==> src/include/bju_params.svh <==
`ifndef BJU_PARAMS_SVH
`define BJU_PARAMS_SVH

// global history length, shared by predictor and execute checkpoint
`define GSHARE_GHSR_WIDTH 8

// pattern table index width, 256 two-bit counters
`define PHT_INDEX_W 8

// btb index width, 16 direct-mapped entries
`define BTB_INDEX_W 4

// derived table depths
`define PHT_DEPTH (1 << `PHT_INDEX_W)
`define BTB_DEPTH (1 << `BTB_INDEX_W)

`endif

==> src/design/bpred_pkg.sv <==
`include "bju_params.svh"

package bpred_pkg;

   // prediction made at fetch, carried with the instruction to execute
   typedef struct packed {
      logic                          taken;        // pht direction
      logic                          btb_hit;      // tag matched fetch pc
      logic [31:0]                   btb_addr;     // predicted target
      logic [`GSHARE_GHSR_WIDTH-1:0] current_GHSR; // history used for the lookup
   } branch_predict_type;

   // two-bit saturating counter
   typedef enum logic [1:0] {
      strong_nt = 2'b00,
      weak_nt   = 2'b01,
      weak_t    = 2'b10,
      strong_t  = 2'b11
   } counter_state_e;

   function automatic logic counter_taken(counter_state_e c);
      return (c == weak_t) || (c == strong_t);
   endfunction

endpackage

==> src/design/rv_isa_pkg.sv <==
package rv_isa_pkg;

   // funct3 field of the rv32i branch opcodes
   typedef enum logic [2:0] {
      f3_beq  = 3'b000,
      f3_bne  = 3'b001,
      f3_blt  = 3'b100,
      f3_bge  = 3'b101,
      f3_bltu = 3'b110,
      f3_bgeu = 3'b111
   } branch_funct3_e;

   // execute stage control, decoded upstream
   typedef struct packed {
      logic           is_branch; // conditional branch
      logic           is_jump;   // jal
      logic           is_jumpr;  // jalr
      branch_funct3_e funct3;
   } control_type;

   // 0, 1, 4..7 are the defined branch encodings
   function automatic logic funct3_is_legal(logic [2:0] f3);
      logic legal;
      legal = (f3 != 3'b010) && (f3 != 3'b011);
      return legal;
   endfunction

endpackage

==> src/design/resolve_if.sv <==
`timescale 1ns/1ps
`include "bju_params.svh"

// execute stage resolution, bju to fetch_redirect
interface resolve_if;

   logic                          valid;        // exec strobe
   logic                          is_bj;        // branch or jump in exec
   logic                          taken;        // resolved direction
   logic [31:0]                   target_pc;    // resolved next pc
   logic                          flush;        // misprediction
   logic                          update_ghsr;  // fetch history needs repair
   logic [`GSHARE_GHSR_WIDTH-1:0] ghsr_restore; // value to load on repair
   logic [31:0]                   exec_pc;      // pc of the resolved instr
   logic [`GSHARE_GHSR_WIDTH-1:0] exec_ghsr;    // history seen at its fetch

   modport source (
      output valid, is_bj, taken, target_pc, flush,
      output update_ghsr, ghsr_restore, exec_pc, exec_ghsr
   );

   modport sink (
      input valid, is_bj, taken, target_pc, flush,
      input update_ghsr, ghsr_restore, exec_pc, exec_ghsr
   );

endinterface

==> src/design/bju.sv <==
`timescale 1ns/1ps
`include "bju_params.svh"

module bju
   import rv_isa_pkg::*;
   import bpred_pkg::*;
(
   input  logic               clk,
   input  logic               reset_n,
   input  logic               exec_valid,
   input  logic [31:0]        pc,
   input  logic [31:0]        left_operand,
   input  logic [31:0]        right_operand,
   input  logic [31:0]        immediate_data,
   input  control_type        control,
   input  branch_predict_type branch_predict,
   output logic [31:0]        j_next_pc,
   resolve_if.source          res
);

   logic [31:0] pc_plus_4;
   logic [31:0] pc_plus_imm;
   logic [31:0] rs1_plus_imm;
   logic        rs_eq;
   logic        rs_ltu;
   logic        rs_lt;
   logic        is_bj;
   logic        taken;
   logic [31:0] target_pc;
   logic        dir_wrong;  // predicted direction differs
   logic        addr_wrong; // predicted-taken hit with a bad target

   logic                          ckpt_valid;
   logic [`GSHARE_GHSR_WIDTH-1:0] ckpt;
   logic [`GSHARE_GHSR_WIDTH-1:0] ckpt_base;

   assign pc_plus_4    = pc + 32'd4;
   assign pc_plus_imm  = pc + immediate_data;
   assign rs1_plus_imm = left_operand + immediate_data;
   assign j_next_pc    = pc_plus_4; // link value for jal/jalr

   assign rs_eq  = (left_operand == right_operand);
   assign rs_ltu = (left_operand < right_operand);
   assign rs_lt  = ($signed(left_operand) < $signed(right_operand));

   assign is_bj = control.is_branch || control.is_jump || control.is_jumpr;

   always_comb begin
      taken = 1'b0;
      if (control.is_branch) begin
         case (control.funct3)
            f3_beq:  taken = rs_eq;
            f3_bne:  taken = !rs_eq;
            f3_blt:  taken = rs_lt;
            f3_bge:  taken = !rs_lt;
            f3_bltu: taken = rs_ltu;
            f3_bgeu: taken = !rs_ltu;
            default: taken = 1'b0; // undefined funct3 falls through
         endcase
         target_pc = taken ? pc_plus_imm : pc_plus_4;
      end else if (control.is_jump) begin
         taken     = 1'b1;
         target_pc = pc_plus_imm;
      end else if (control.is_jumpr) begin
         taken     = 1'b1;
         target_pc = {rs1_plus_imm[31:1], 1'b0}; // jalr drops bit 0
      end else begin
         target_pc = pc_plus_4;
      end
   end

   assign dir_wrong  = taken ^ branch_predict.taken;
   assign addr_wrong = branch_predict.btb_hit && branch_predict.taken &&
                       (branch_predict.btb_addr != target_pc);

   assign res.valid        = exec_valid;
   assign res.is_bj        = is_bj;
   assign res.taken        = taken;
   assign res.target_pc    = target_pc;
   assign res.flush        = exec_valid && is_bj && (dir_wrong || addr_wrong);
   assign res.update_ghsr  = exec_valid && is_bj && (!branch_predict.btb_hit || dir_wrong);
   assign res.ghsr_restore = ckpt_valid ? ckpt : branch_predict.current_GHSR;
   assign res.exec_pc      = pc;
   assign res.exec_ghsr    = branch_predict.current_GHSR;

   // first resolution seeds from the fetch history
   assign ckpt_base = ckpt_valid ? ckpt : branch_predict.current_GHSR;

   always_ff @(posedge clk) begin
      if (!reset_n) begin
         ckpt_valid <= 1'b0;
         ckpt       <= '0;
      end else if (exec_valid && is_bj) begin
         ckpt_valid <= 1'b1;
         ckpt       <= {ckpt_base[`GSHARE_GHSR_WIDTH-2:0], taken};
      end
   end

   a_funct3_legal: assert property (
      @(posedge clk) disable iff (!reset_n)
      (exec_valid && control.is_branch) |-> funct3_is_legal(control.funct3)
   ) else $error("illegal branch funct3 %b", control.funct3);

   a_ctrl_onehot: assert property (
      @(posedge clk) disable iff (!reset_n)
      exec_valid |-> $onehot0({control.is_branch, control.is_jump, control.is_jumpr})
   ) else $error("more than one branch/jump control bit set");

endmodule

==> src/design/branch_unit_top.sv <==
`timescale 1ns/1ps
`include "bju_params.svh"

module branch_unit_top
   import rv_isa_pkg::*;
   import bpred_pkg::*;
(
   input  logic                                 clk,
   input  logic                                 reset_n,
   input  logic [31:0]                          fetch_pc,
   input  logic                                 fetch_valid,
   input  logic                                 exec_valid,
   input  logic [31:0]                          exec_pc,
   input  logic [31:0]                          left_operand,
   input  logic [31:0]                          right_operand,
   input  logic [31:0]                          immediate_data,
   input  logic [$bits(control_type)-1:0]       exec_control,
   input  logic [$bits(branch_predict_type)-1:0] exec_pred,
   output branch_predict_type                   pred,
   output logic [31:0]                          next_pc,
   output logic                                 flush,
   output logic [31:0]                          j_next_pc
);

   control_type        exec_ctrl_s;
   branch_predict_type exec_pred_s;

   logic                          train_valid;
   logic [31:0]                   train_pc;
   logic                          train_taken;
   logic [31:0]                   train_target;
   logic [`GSHARE_GHSR_WIDTH-1:0] train_ghsr;
   logic                          repair_valid;
   logic [`GSHARE_GHSR_WIDTH-1:0] repair_ghsr;

   resolve_if res_bus ();

   // flat bits back into structs
   assign exec_ctrl_s = control_type'(exec_control);
   assign exec_pred_s = branch_predict_type'(exec_pred);

   gshare_predictor u_gshare (
      .clk          (clk),
      .reset_n      (reset_n),
      .fetch_pc     (fetch_pc),
      .fetch_valid  (fetch_valid),
      .pred         (pred),
      .train_valid  (train_valid),
      .train_pc     (train_pc),
      .train_taken  (train_taken),
      .train_target (train_target),
      .train_ghsr   (train_ghsr),
      .repair_valid (repair_valid),
      .repair_ghsr  (repair_ghsr)
   );

   bju u_bju (
      .clk            (clk),
      .reset_n        (reset_n),
      .exec_valid     (exec_valid),
      .pc             (exec_pc),
      .left_operand   (left_operand),
      .right_operand  (right_operand),
      .immediate_data (immediate_data),
      .control        (exec_ctrl_s),
      .branch_predict (exec_pred_s),
      .j_next_pc      (j_next_pc),
      .res            (res_bus)
   );

   fetch_redirect u_redirect (
      .fetch_pc     (fetch_pc),
      .pred         (pred),
      .res          (res_bus),
      .next_pc      (next_pc),
      .flush        (flush),
      .train_valid  (train_valid),
      .train_pc     (train_pc),
      .train_taken  (train_taken),
      .train_target (train_target),
      .train_ghsr   (train_ghsr),
      .repair_valid (repair_valid),
      .repair_ghsr  (repair_ghsr)
   );

endmodule

==> src/design/fetch_redirect.sv <==
`timescale 1ns/1ps
`include "bju_params.svh"

module fetch_redirect
   import bpred_pkg::*;
(
   input  logic [31:0]                   fetch_pc,
   input  branch_predict_type            pred,
   resolve_if.sink                       res,
   output logic [31:0]                   next_pc,
   output logic                          flush,
   output logic                          train_valid,
   output logic [31:0]                   train_pc,
   output logic                          train_taken,
   output logic [31:0]                   train_target,
   output logic [`GSHARE_GHSR_WIDTH-1:0] train_ghsr,
   output logic                          repair_valid,
   output logic [`GSHARE_GHSR_WIDTH-1:0] repair_ghsr
);

   logic redirect;      // execute overrides fetch
   logic pred_redirect; // btb steers fetch
   logic [31:0] seq_pc;

   assign redirect      = res.valid && res.flush;
   assign pred_redirect = pred.btb_hit && pred.taken;
   assign seq_pc        = fetch_pc + 32'd4;

   // resolution first, then the guess, then fall through
   always_comb begin
      if (redirect) begin
         next_pc = res.target_pc;
      end else if (pred_redirect) begin
         next_pc = pred.btb_addr;
      end else begin
         next_pc = seq_pc;
      end
   end

   assign flush = redirect;

   // only resolved branches and jumps train
   assign train_valid  = res.valid && res.is_bj;
   assign train_pc     = res.exec_pc;
   assign train_taken  = res.taken;
   assign train_target = res.target_pc;
   assign train_ghsr   = res.exec_ghsr; // same history as the original lookup

   assign repair_valid = res.valid && res.update_ghsr;
   assign repair_ghsr  = res.ghsr_restore;

   // the flush from bju must come with its exec strobe
   always_comb begin
      a_flush_needs_valid: assert final (!res.flush || res.valid)
         else $error("resolution flush without valid");
   end

endmodule

==> src/design/gshare_predictor.sv <==
`timescale 1ns/1ps
`include "bju_params.svh"

module gshare_predictor
   import bpred_pkg::*;
(
   input  logic                          clk,
   input  logic                          reset_n,
   input  logic [31:0]                   fetch_pc,
   input  logic                          fetch_valid,
   output branch_predict_type            pred,
   input  logic                          train_valid,
   input  logic [31:0]                   train_pc,
   input  logic                          train_taken,
   input  logic [31:0]                   train_target,
   input  logic [`GSHARE_GHSR_WIDTH-1:0] train_ghsr,
   input  logic                          repair_valid,
   input  logic [`GSHARE_GHSR_WIDTH-1:0] repair_ghsr
);

   counter_state_e                pht [`PHT_DEPTH];
   logic                          btb_valid [`BTB_DEPTH];
   logic [31:0]                   btb_tag [`BTB_DEPTH];
   logic [31:0]                   btb_target [`BTB_DEPTH];
   logic [`GSHARE_GHSR_WIDTH-1:0] ghsr; // speculative history

   logic [`PHT_INDEX_W-1:0] fetch_pht_idx;
   logic [`PHT_INDEX_W-1:0] train_pht_idx;
   logic [`BTB_INDEX_W-1:0] fetch_btb_idx;
   logic [`BTB_INDEX_W-1:0] train_btb_idx;
   logic                    hit;
   logic                    dir_taken;

   function automatic counter_state_e saturate(counter_state_e c, logic t);
      counter_state_e n;
      case (c)
         strong_nt: n = t ? weak_nt  : strong_nt;
         weak_nt:   n = t ? weak_t   : strong_nt;
         weak_t:    n = t ? strong_t : weak_nt;
         default:   n = t ? strong_t : weak_t;
      endcase
      return n;
   endfunction

   // word address bits xor history
   assign fetch_pht_idx = fetch_pc[`PHT_INDEX_W+1:2] ^ `PHT_INDEX_W'(ghsr);
   assign train_pht_idx = train_pc[`PHT_INDEX_W+1:2] ^ `PHT_INDEX_W'(train_ghsr);
   assign fetch_btb_idx = fetch_pc[`BTB_INDEX_W+1:2];
   assign train_btb_idx = train_pc[`BTB_INDEX_W+1:2];

   assign hit       = btb_valid[fetch_btb_idx] && (btb_tag[fetch_btb_idx] == fetch_pc);
   assign dir_taken = counter_taken(pht[fetch_pht_idx]);

   assign pred.taken        = dir_taken;
   assign pred.btb_hit      = hit;
   assign pred.btb_addr     = hit ? btb_target[fetch_btb_idx] : 32'h0; // zero on a miss
   assign pred.current_GHSR = ghsr;

   // history, counters and btb valid bits
   always_ff @(posedge clk) begin
      if (!reset_n) begin
         ghsr <= '0;
         for (int i = 0; i < `PHT_DEPTH; i++) begin
            pht[i] <= weak_nt;
         end
         for (int j = 0; j < `BTB_DEPTH; j++) begin
            btb_valid[j] <= 1'b0;
         end
      end else begin
         if (repair_valid) begin
            ghsr <= repair_ghsr; // repair wins over speculation
         end else if (fetch_valid && hit) begin
            ghsr <= {ghsr[`GSHARE_GHSR_WIDTH-2:0], dir_taken};
         end
         if (train_valid) begin
            pht[train_pht_idx] <= saturate(pht[train_pht_idx], train_taken);
            if (train_taken) begin
               btb_valid[train_btb_idx] <= 1'b1;
            end
         end
      end
   end

   // btb payload
   always_ff @(posedge clk) begin
      if (train_valid && train_taken) begin
         btb_tag[train_btb_idx]    <= train_pc;
         btb_target[train_btb_idx] <= train_target;
      end
   end

   a_ghsr_known: assert property (
      @(posedge clk) disable iff (!reset_n) !$isunknown(ghsr)
   ) else $error("gshare history went unknown");

endmodule

==> config.mk <==
export PLATFORM = sky130hd
export DESIGN_NAME = branch_unit_top
export DESIGN_NICKNAME = d
export VERILOG_FILES = /design/src/design/bpred_pkg.sv /design/src/design/rv_isa_pkg.sv /design/src/design/resolve_if.sv /design/src/design/bju.sv /design/src/design/branch_unit_top.sv /design/src/design/fetch_redirect.sv /design/src/design/gshare_predictor.sv
export VERILOG_INCLUDE_DIRS = /design/src /design/src/include
export SDC_FILE = /design/constraint.sdc
export NUM_CORES = 2
export LEC_CHECK = 0
export ABC_AREA = 1
export BUFFER_PORTS_ARGS = -buffer_cell sky130_fd_sc_hd__buf_2
export CORE_ASPECT_RATIO = 1.1
export CORE_UTILIZATION = 60
export DETAILED_ROUTE_END_ITERATION = 10
export PLACE_DENSITY = 0.78
export RECOVER_POWER = 50
export SYNTH_ARGS = -nofsm -noshare
export SYNTH_HDL_FRONTEND = slang
export SYNTH_SLANG_ARGS = --single-unit
==> constraint.sdc <==
create_clock -name clk -period 15.8 [get_ports clk]
set_input_delay 0 -clock clk [delete_from_list [all_inputs] [get_ports clk]]
set_output_delay 0 -clock clk [all_outputs]
set_load 0.03 [all_outputs]
Word level (Yosys, flattened, before mapping)
Memory sizes are Yosys's and may differ from the RTL's. Cells that the tools add are included. W data, S select, Z words.

Multiplexer cells: 38. Bitwise logic cells: 3. Eq/ne operators: 12. Add/subtract/negate cells: 4. Reductions and logical operators: 25. $lt $le $gt $ge: 2.

Operator list (number): $mux W32 (7); $add A32 B3 Y32 const B (2); $add A32 B32 Y32 (2); $eq A32 B32 Y1 (2); $lt A32 B32 Y1 (2); $mux W8 (4); $ne A32 B32 Y1 (1); $mux W1 (19); $xor A8 B8 Y8 (2); $eq A3 B3 Y1 const B (4); $logic_and A1 B1 Y1 (11); $mux W2 (5); $eq A2 B2 Y1 const B (3); $pmux W1 S6 (1); $pmux W2 S3 (1); $logic_or A1 B1 Y1 (5); $logic_not A1 Y1 (4); $mux W4 (1); $eq A3 B1 Y1 const B (1); $logic_not A3 Y1 (1); $eq A2 B1 Y1 const B (1); $logic_not A2 Y1 (1); $reduce_bool A2 Y1 (1); $reduce_or A2 Y1 (1); 2 further kinds (2).

Output and inout port bits: 107. Register bits after elaboration: 17. RAM bits: 1552. Memories: 4. Input bits: 212.

Memories: u_gshare.btb_tag (words 16, width 32, read ports 1, clocked after Yosys merged registers in 0, wr ports 1, RTL line gshare_predictor.sv:23) `` logic [31:0] btb_tag [`BTB_DEPTH]; ``; u_gshare.btb_target (words 16, width 32, read ports 1, clocked after Yosys merged registers in 0, wr ports 1, RTL line gshare_predictor.sv:24) `` logic [31:0] btb_target [`BTB_DEPTH]; ``; u_gshare.pht (words 256, width 2, read ports 2, clocked after Yosys merged registers in 0, wr ports 256, RTL line gshare_predictor.sv:21) `` counter_state_e pht [`PHT_DEPTH]; ``; u_gshare.btb_valid (words 16, width 1, read ports 1, clocked after Yosys merged registers in 0, wr ports 16, RTL line gshare_predictor.sv:22) `` logic btb_valid [`BTB_DEPTH]; ``.

Logic depth before layout (Yosys ltp)
Word-level depth: 12. Gate-level depth with buffers: 34.

Hierarchy
From an unflattened synthesis, not the netlist that was laid out.

Cells, all modules: 9404. Area, all modules: 82831.9 um^2.

Modules (own cells, without submodules): gshare_predictor (times used 1, area each 72285.6 um^2, cells an instance 7356, sequential area each 46604.7 um^2); bju (times used 1, area each 8358.0 um^2, cells an instance 1602, sequential area each 180.2 um^2); fetch_redirect (times used 1, area each 2188.3 um^2, cells an instance 446, sequential area each 0.0 um^2).

Worst setup path before layout
Ideal clock, no wire load.

Path type: input to register. Start point: input port right_operand[31]. End point: memory u_gshare.btb_tag[3][0] (enable). Buffers on the path: 0. Stages on the path: 14. Setup time: 648 ps. Arrival time: 7767 ps. Path slack: 7385 ps. Cells stage by stage: inv_1 -> ha_1 -> nand2_1 -> nor2_1 -> nand2_1 -> nor3b_2 -> nand3_1 -> a21oi_1 -> a21oi_4 -> nand2_4 -> nor2_2 -> inv_2 -> nand2_1 -> nor4_1.

Cells in the longest elaborated chain, start to end: 8. Elaborated cells on any way between the ends: 12.

Ends and longest elaborated chain: from (decl) (RTL line branch_unit_top.sv:15) `input logic [31:0] right_operand,`; $lt A32 B32 Y1, or another cell as far along (RTL line bju.sv:43) `assign rs_ltu = (left_operand < right_operand);`; $logic_not A1 Y1 (on tied branches) (RTL line bju.sv:57, bju.sv:53, bju.sv:55); $pmux W1 S6 (*) (RTL line bju.sv:51) `case (control.funct3)`; $mux W1 (*) (2 in a row) (RTL line bju.sv:50) `if (control.is_branch) begin`; $logic_and A1 B1 Y1 (*) (RTL line gshare_predictor.sv:86) `if (train_valid && train_taken) begin`; $mux W1 (*) (RTL line gshare_predictor.sv:86); $mux W1 (implied by the code) (*) (RTL line gshare_predictor.sv:87) `btb_tag[train_btb_idx] <= train_pc;`; to (decl) (RTL line gshare_predictor.sv:23).

Every way passes the cells marked *; elsewhere a longest branch is shown, timed or not. The select of a mux whose other input is x is not followed.

Worst setup path after layout
Start point: input port left_operand[31]. End point: memory u_gshare.btb_target[2][29] (enable).

Cells in the longest elaborated chain, start to end: 8. Elaborated cells on any way between the ends: 12.

Ends and longest elaborated chain: from (decl) (RTL line branch_unit_top.sv:14) `input logic [31:0] left_operand,`; $lt A32 B32 Y1, or another cell as far along (RTL line bju.sv:43); $logic_not A1 Y1 (on tied branches) (RTL line bju.sv:57, bju.sv:53, bju.sv:55); $pmux W1 S6 (*) (RTL line bju.sv:51); $mux W1 (*) (2 in a row) (RTL line bju.sv:50); $logic_and A1 B1 Y1 (*) (RTL line gshare_predictor.sv:86); $mux W1 (*) (RTL line gshare_predictor.sv:86); $mux W1 (implied by the code) (*) (RTL line gshare_predictor.sv:88) `btb_target[train_btb_idx] <= train_target;`; to (decl) (RTL line gshare_predictor.sv:24).

Marked as above.

==> impl_metrics.json <==
{
  "worst_flop_to_flop_path_endpoint": "u_gshare.ghsr[0]$_SDFFE_PN0P_",
  "hold-worst-slack_ns": 0.214,
  "dieHeight_um": 380,
  "placement_rows": 138,
  "max_slew_margin": -2.43,
  "synth_compound_area_frac": 0.115,
  "final.period_utilization": 0.547,
  "setup_total_negative_slack_ns": 0,
  "register_to_register_setup_slack_ns": 10.68,
  "maximum_number_of_pins_on_one_net_before_global_route_repair": 194,
  "die_area_sq_um": 132000,
  "synth_enable_flop_cells": 1536,
  "instances_no_fill": 10123,
  "initial_core_utilization": 0.606,
  "number_of_sinks_on_the_clock_net": 1569,
  "final_nets": 8629,
  "syn_area_cell_sq_um": 9.53,
  "timing_max_transition_violations_final": 923,
  "synth-async-reset-ratio": 0,
  "max_freq_ghz": 0.116,
  "port_buffer_count": 318,
  "clockRootBuffer": "sky130_fd_sc_hd__clkbuf_16",
  "cts-root-to-sink-buffers": 3,
  "unrepaired_setup_endpoints_after_global_routing": "no",
  "detailedRoute.firstPassIterationCount": 9,
  "synth_simple_gate_area_frac": 0.199,
  "regToRegStartpoint": "u_gshare.ghsr[0]$_SDFFE_PN0P_",
  "muxShareOfSynthArea": 0,
  "final_worst_path_period_need_ns": 8.64,
  "pin_slew_with_the_least_headroom_to_its_limit_ns": 5.14,
  "antenna_found_initial": 13,
  "ioPinCount": 319,
  "post_drt_wl_per_cell_um": 26.8,
  "path_cells": "clkbuf_1 -> ha_1 -> nand2_1 -> nor2_1 -> nand2_1 -> nor3b_2 -> nand2_2 -> nand3_1 -> nand3_1 -> nand2_1 -> clkbuf_1 -> nand2_1 -> nor2_1 -> inv_1 -> nand2_1 -> clkbuf_1 -> nor2_1 -> buf_4",
  "dr_vias": 66130,
  "clk_latency_ns": 0.82,
  "finalCoreUtilization": 0.667,
  "worst_path_max_delay_cell": "sky130_fd_sc_hd__nand2_1",
  "setup_viol": 0,
  "critPathArrivalTime_ns": 9.08,
  "design_power_total_mw": 10.2,
  "groute.usage.overall": 0.403,
  "crit_top_cell": "sky130_fd_sc_hd__nand2_1",
  "post-place-ws_ns": 8.84,
  "finClkSkew_ns": 0.0748,
  "post_dp_cell_area_sq_um": 80700,
  "synth_adder_area_share": 0.0162,
  "ys_ff_latch": 1569,
  "timing.critical_path.from_type": "input port",
  "cp_top_family": "simple AND/OR/NAND/NOR gates",
  "ys.flop_type": "sky130_fd_sc_hd__edfxtp_1",
  "critical_path.endpoint_type": "flop",
  "die_w_um": 346,
  "worst-path-max-fanout": 37,
  "leakage_nw": 30.8,
  "tritoncts.num_buffers": 155,
  "worstPathRequired_ns": 16.24,
  "first_global_vias": 62565,
  "power-per-cell-area_nw_per_um2": 119,
  "irDropWorstVdd_uv": 121,
  "layout.filler_cells": 9929,
  "gr-total-overflow": 0,
  "number_of_levels_in_the_clock_h_tree": 4,
  "dr.first_iter.drc_count": 10457,
  "violated_checks": "max-capacitance violations, max-slew violations",
  "cts_tree": "yes",
  "post_cts_resize_count": 0,
  "drc": 0,
  "criticalPathCategory": "input port to flop",
  "syn_std_cell_area_sq_um": 78100,
  "min-delay-start": "exec_pred[41]",
  "postCtsSetupBuffers": 0,
  "min_delay_worst_endpoint": "u_gshare.ghsr[6]$_SDFFE_PN0P_",
  "critical_path.n_buffers_inverters": 5,
  "cap_viol_max_count": 31,
  "numPlacedInstances": 9792,
  "rr_worst_depth": 19,
  "post-route-cell-area_sq_um": 85900,
  "holdBufCountCts": 48,
  "grt_first_pass_wirelength_um": 392000,
  "report.final.hold_viol_count": 0,
  "hp-class": "input port to flop",
  "xor_and_xnor_area_share_after_synthesis": 0.0110,
  "dpl.hpwl_um": 171000,
  "yosysUniqueCellTypes": 63,
  "area_overhead_vs_synth_pct": 10.0,
  "route.detailed.vias_per_inst": 6.53,
  "synth_nets": 8504,
  "netlist_instances": 8192,
  "final_antenna_net_count": 0,
  "clk_pin_slew_worst_paths_ns": 0.06,
  "dominant_combinational_cell_family_by_area_after_synthesis": "simple AND/OR/NAND/NOR gates",
  "layout_cells_sized_above_1": 0.0736,
  "worst_slack_ns": 7.16,
  "ys_warn_count": 0,
  "min_path_cells": 5,
  "gp_congestion": 1.02,
  "seq_area_frac_synth": 0.599,
  "outcome": "complete, but fails checks",
  "design.core.area_sq_um": 129000,
  "cp_slowest_stage_delay_ns": 1.50,
  "drt-total-wl_um": 271000
}
## cell usage after synthesis (20+ instances only)
cell | number | area share
sky130_fd_sc_hd__a21oi_1 | 375 | 0.024
sky130_fd_sc_hd__a22oi_1 | 111 | 0.011
sky130_fd_sc_hd__a31oi_1 | 45 | 0.0036
sky130_fd_sc_hd__a32o_1 | 45 | 0.0058
sky130_fd_sc_hd__buf_1 | 59 | 0.0028
sky130_fd_sc_hd__buf_2 | 115 | 0.0074
sky130_fd_sc_hd__buf_4 | 44 | 0.0042
sky130_fd_sc_hd__clkbuf_1 | 292 | 0.014
sky130_fd_sc_hd__dfxtp_1 | 33 | 0.0085
sky130_fd_sc_hd__edfxtp_1 | 1536 | 0.59
sky130_fd_sc_hd__ha_1 | 98 | 0.016
sky130_fd_sc_hd__inv_1 | 640 | 0.031
sky130_fd_sc_hd__nand2_1 | 1895 | 0.091
sky130_fd_sc_hd__nand3_1 | 611 | 0.039
sky130_fd_sc_hd__nand3b_1 | 21 | 0.0020
sky130_fd_sc_hd__nand4_1 | 97 | 0.0078
sky130_fd_sc_hd__nor2_1 | 1065 | 0.051
sky130_fd_sc_hd__nor3_1 | 32 | 0.0021
sky130_fd_sc_hd__nor4_1 | 21 | 0.0017
sky130_fd_sc_hd__o211ai_1 | 54 | 0.0052
sky130_fd_sc_hd__o21ai_0 | 447 | 0.029
sky130_fd_sc_hd__o221ai_1 | 46 | 0.0052
sky130_fd_sc_hd__o22ai_1 | 216 | 0.017
sky130_fd_sc_hd__o311ai_0 | 20 | 0.0022
sky130_fd_sc_hd__xnor2_1 | 35 | 0.0039
sky130_fd_sc_hd__xor2_1 | 61 | 0.0068
## area by class of cell
type,instances,area [sq um],area share
diodes,10,25.0,0.000291
clock buffers,190,4080,0.0475
clock inverters,83,926,0.0108
inverters,660,2490,0.0290
multi-input cells,5450,26700,0.311
flip-flops and latches,1569,46800,0.544
well taps,1680,2100,0.0245
repair buffers,481,2790,0.0324
## worst max path at each step
stage / startpoint / to / slack, ns / cells past startpoint
5_1_grt: left_operand[31] / u_gshare.btb_target[2][27]$_DFFE_PP_ / 6.80 / 18
6_report: left_operand[31] / u_gshare.btb_target[2][29]$_DFFE_PP_ / 7.16 / 18
3_3_place_gp: exec_pc[2] / u_gshare.pht[11][1]$_SDFFCE_PN0P_ / 9.02 / 21
4_1_cts: u_gshare.ghsr[0]$_SDFFE_PN0P_ / next_pc[25] / 8.98 / 21
2_1_floorplan: right_operand[31] / u_gshare.btb_tag[3][0]$_DFFE_PP_ / 7.39 / 14
3_5_place_dp: exec_pc[2] / u_gshare.pht[131][1]$_SDFFCE_PN0P_ / 8.84 / 21
## kinds of logic after synthesis
group,count (synthesis)
AOI/OAI and AO/OA,1473
xor gates and xnor gates,97
adders and majority gates,100
buffers and inverters,1173
DFF,1569
and+or+nand+nor,3780
## cell usage in the layout (no fill, tap or decap), types with 32 or more instances in the layout
cell type	instances
sky130_fd_sc_hd__edfxtp_1	1536
sky130_fd_sc_hd__nand4_1	97
sky130_fd_sc_hd__o211ai_1	54
sky130_fd_sc_hd__ha_1	98
sky130_fd_sc_hd__a22oi_1	111
sky130_fd_sc_hd__xor2_1	60
sky130_fd_sc_hd__dfxtp_1	33
sky130_fd_sc_hd__nand2_1	1893
sky130_fd_sc_hd__clkinv_1	38
sky130_fd_sc_hd__nor3_1	32
sky130_fd_sc_hd__clkbuf_1	126
sky130_fd_sc_hd__o221ai_1	46
sky130_fd_sc_hd__buf_2	245
sky130_fd_sc_hd__dlygate4sd3_1	48
sky130_fd_sc_hd__clkbuf_16	158
sky130_fd_sc_hd__a21oi_1	375
sky130_fd_sc_hd__o22ai_1	216
sky130_fd_sc_hd__nand3_1	611
sky130_fd_sc_hd__xnor2_1	32
sky130_fd_sc_hd__buf_4	90
sky130_fd_sc_hd__a32o_1	45
sky130_fd_sc_hd__a31oi_1	45
sky130_fd_sc_hd__o21ai_0	447
sky130_fd_sc_hd__nor2_1	1051
sky130_fd_sc_hd__inv_1	638
## report_power, final
group	internal [mW]	total [mW]	switching (mW)
clock network	2.06	3.67	1.61
registers	4.73	4.77	0.0379
logic	0.397	1.76	1.36
total	7.19	10.2	3.01
## layer usage
| metal | global-route usage | up-vias | share of wire |
|---|---|---|---|
| met2 | 0.622 | 5086 | 0.45 |
| li1 | - | 28760 | - |
| met3 | 0.0878 | 1186 | 0.13 |
| met1 | 0.516 | 31086 | 0.35 |
| met5 | 0 | - | 0.00030 |
| met4 | 0.267 | 12 | 0.076 |
## worst register-to-register path: cells and delay by family (launching register included)
| kind | cells | cell delay [ns] |
|---|---|---|
| flops | 1 | 0.39 |
| buf+inv | 3 | 1.76 |
| compound gates | 7 | 1.04 |
| simple gates | 9 | 1.78 |
## flip-flops by register name (all words and copies together), names as in the netlist
name	count
u_bju.ckpt	8
u_bju.ckpt_valid	1
u_gshare.btb_tag	512
u_gshare.btb_target	512
u_gshare.btb_valid	16
u_gshare.ghsr	8
u_gshare.pht	512
Note: power is estimated with default switching activity, not from simulation.
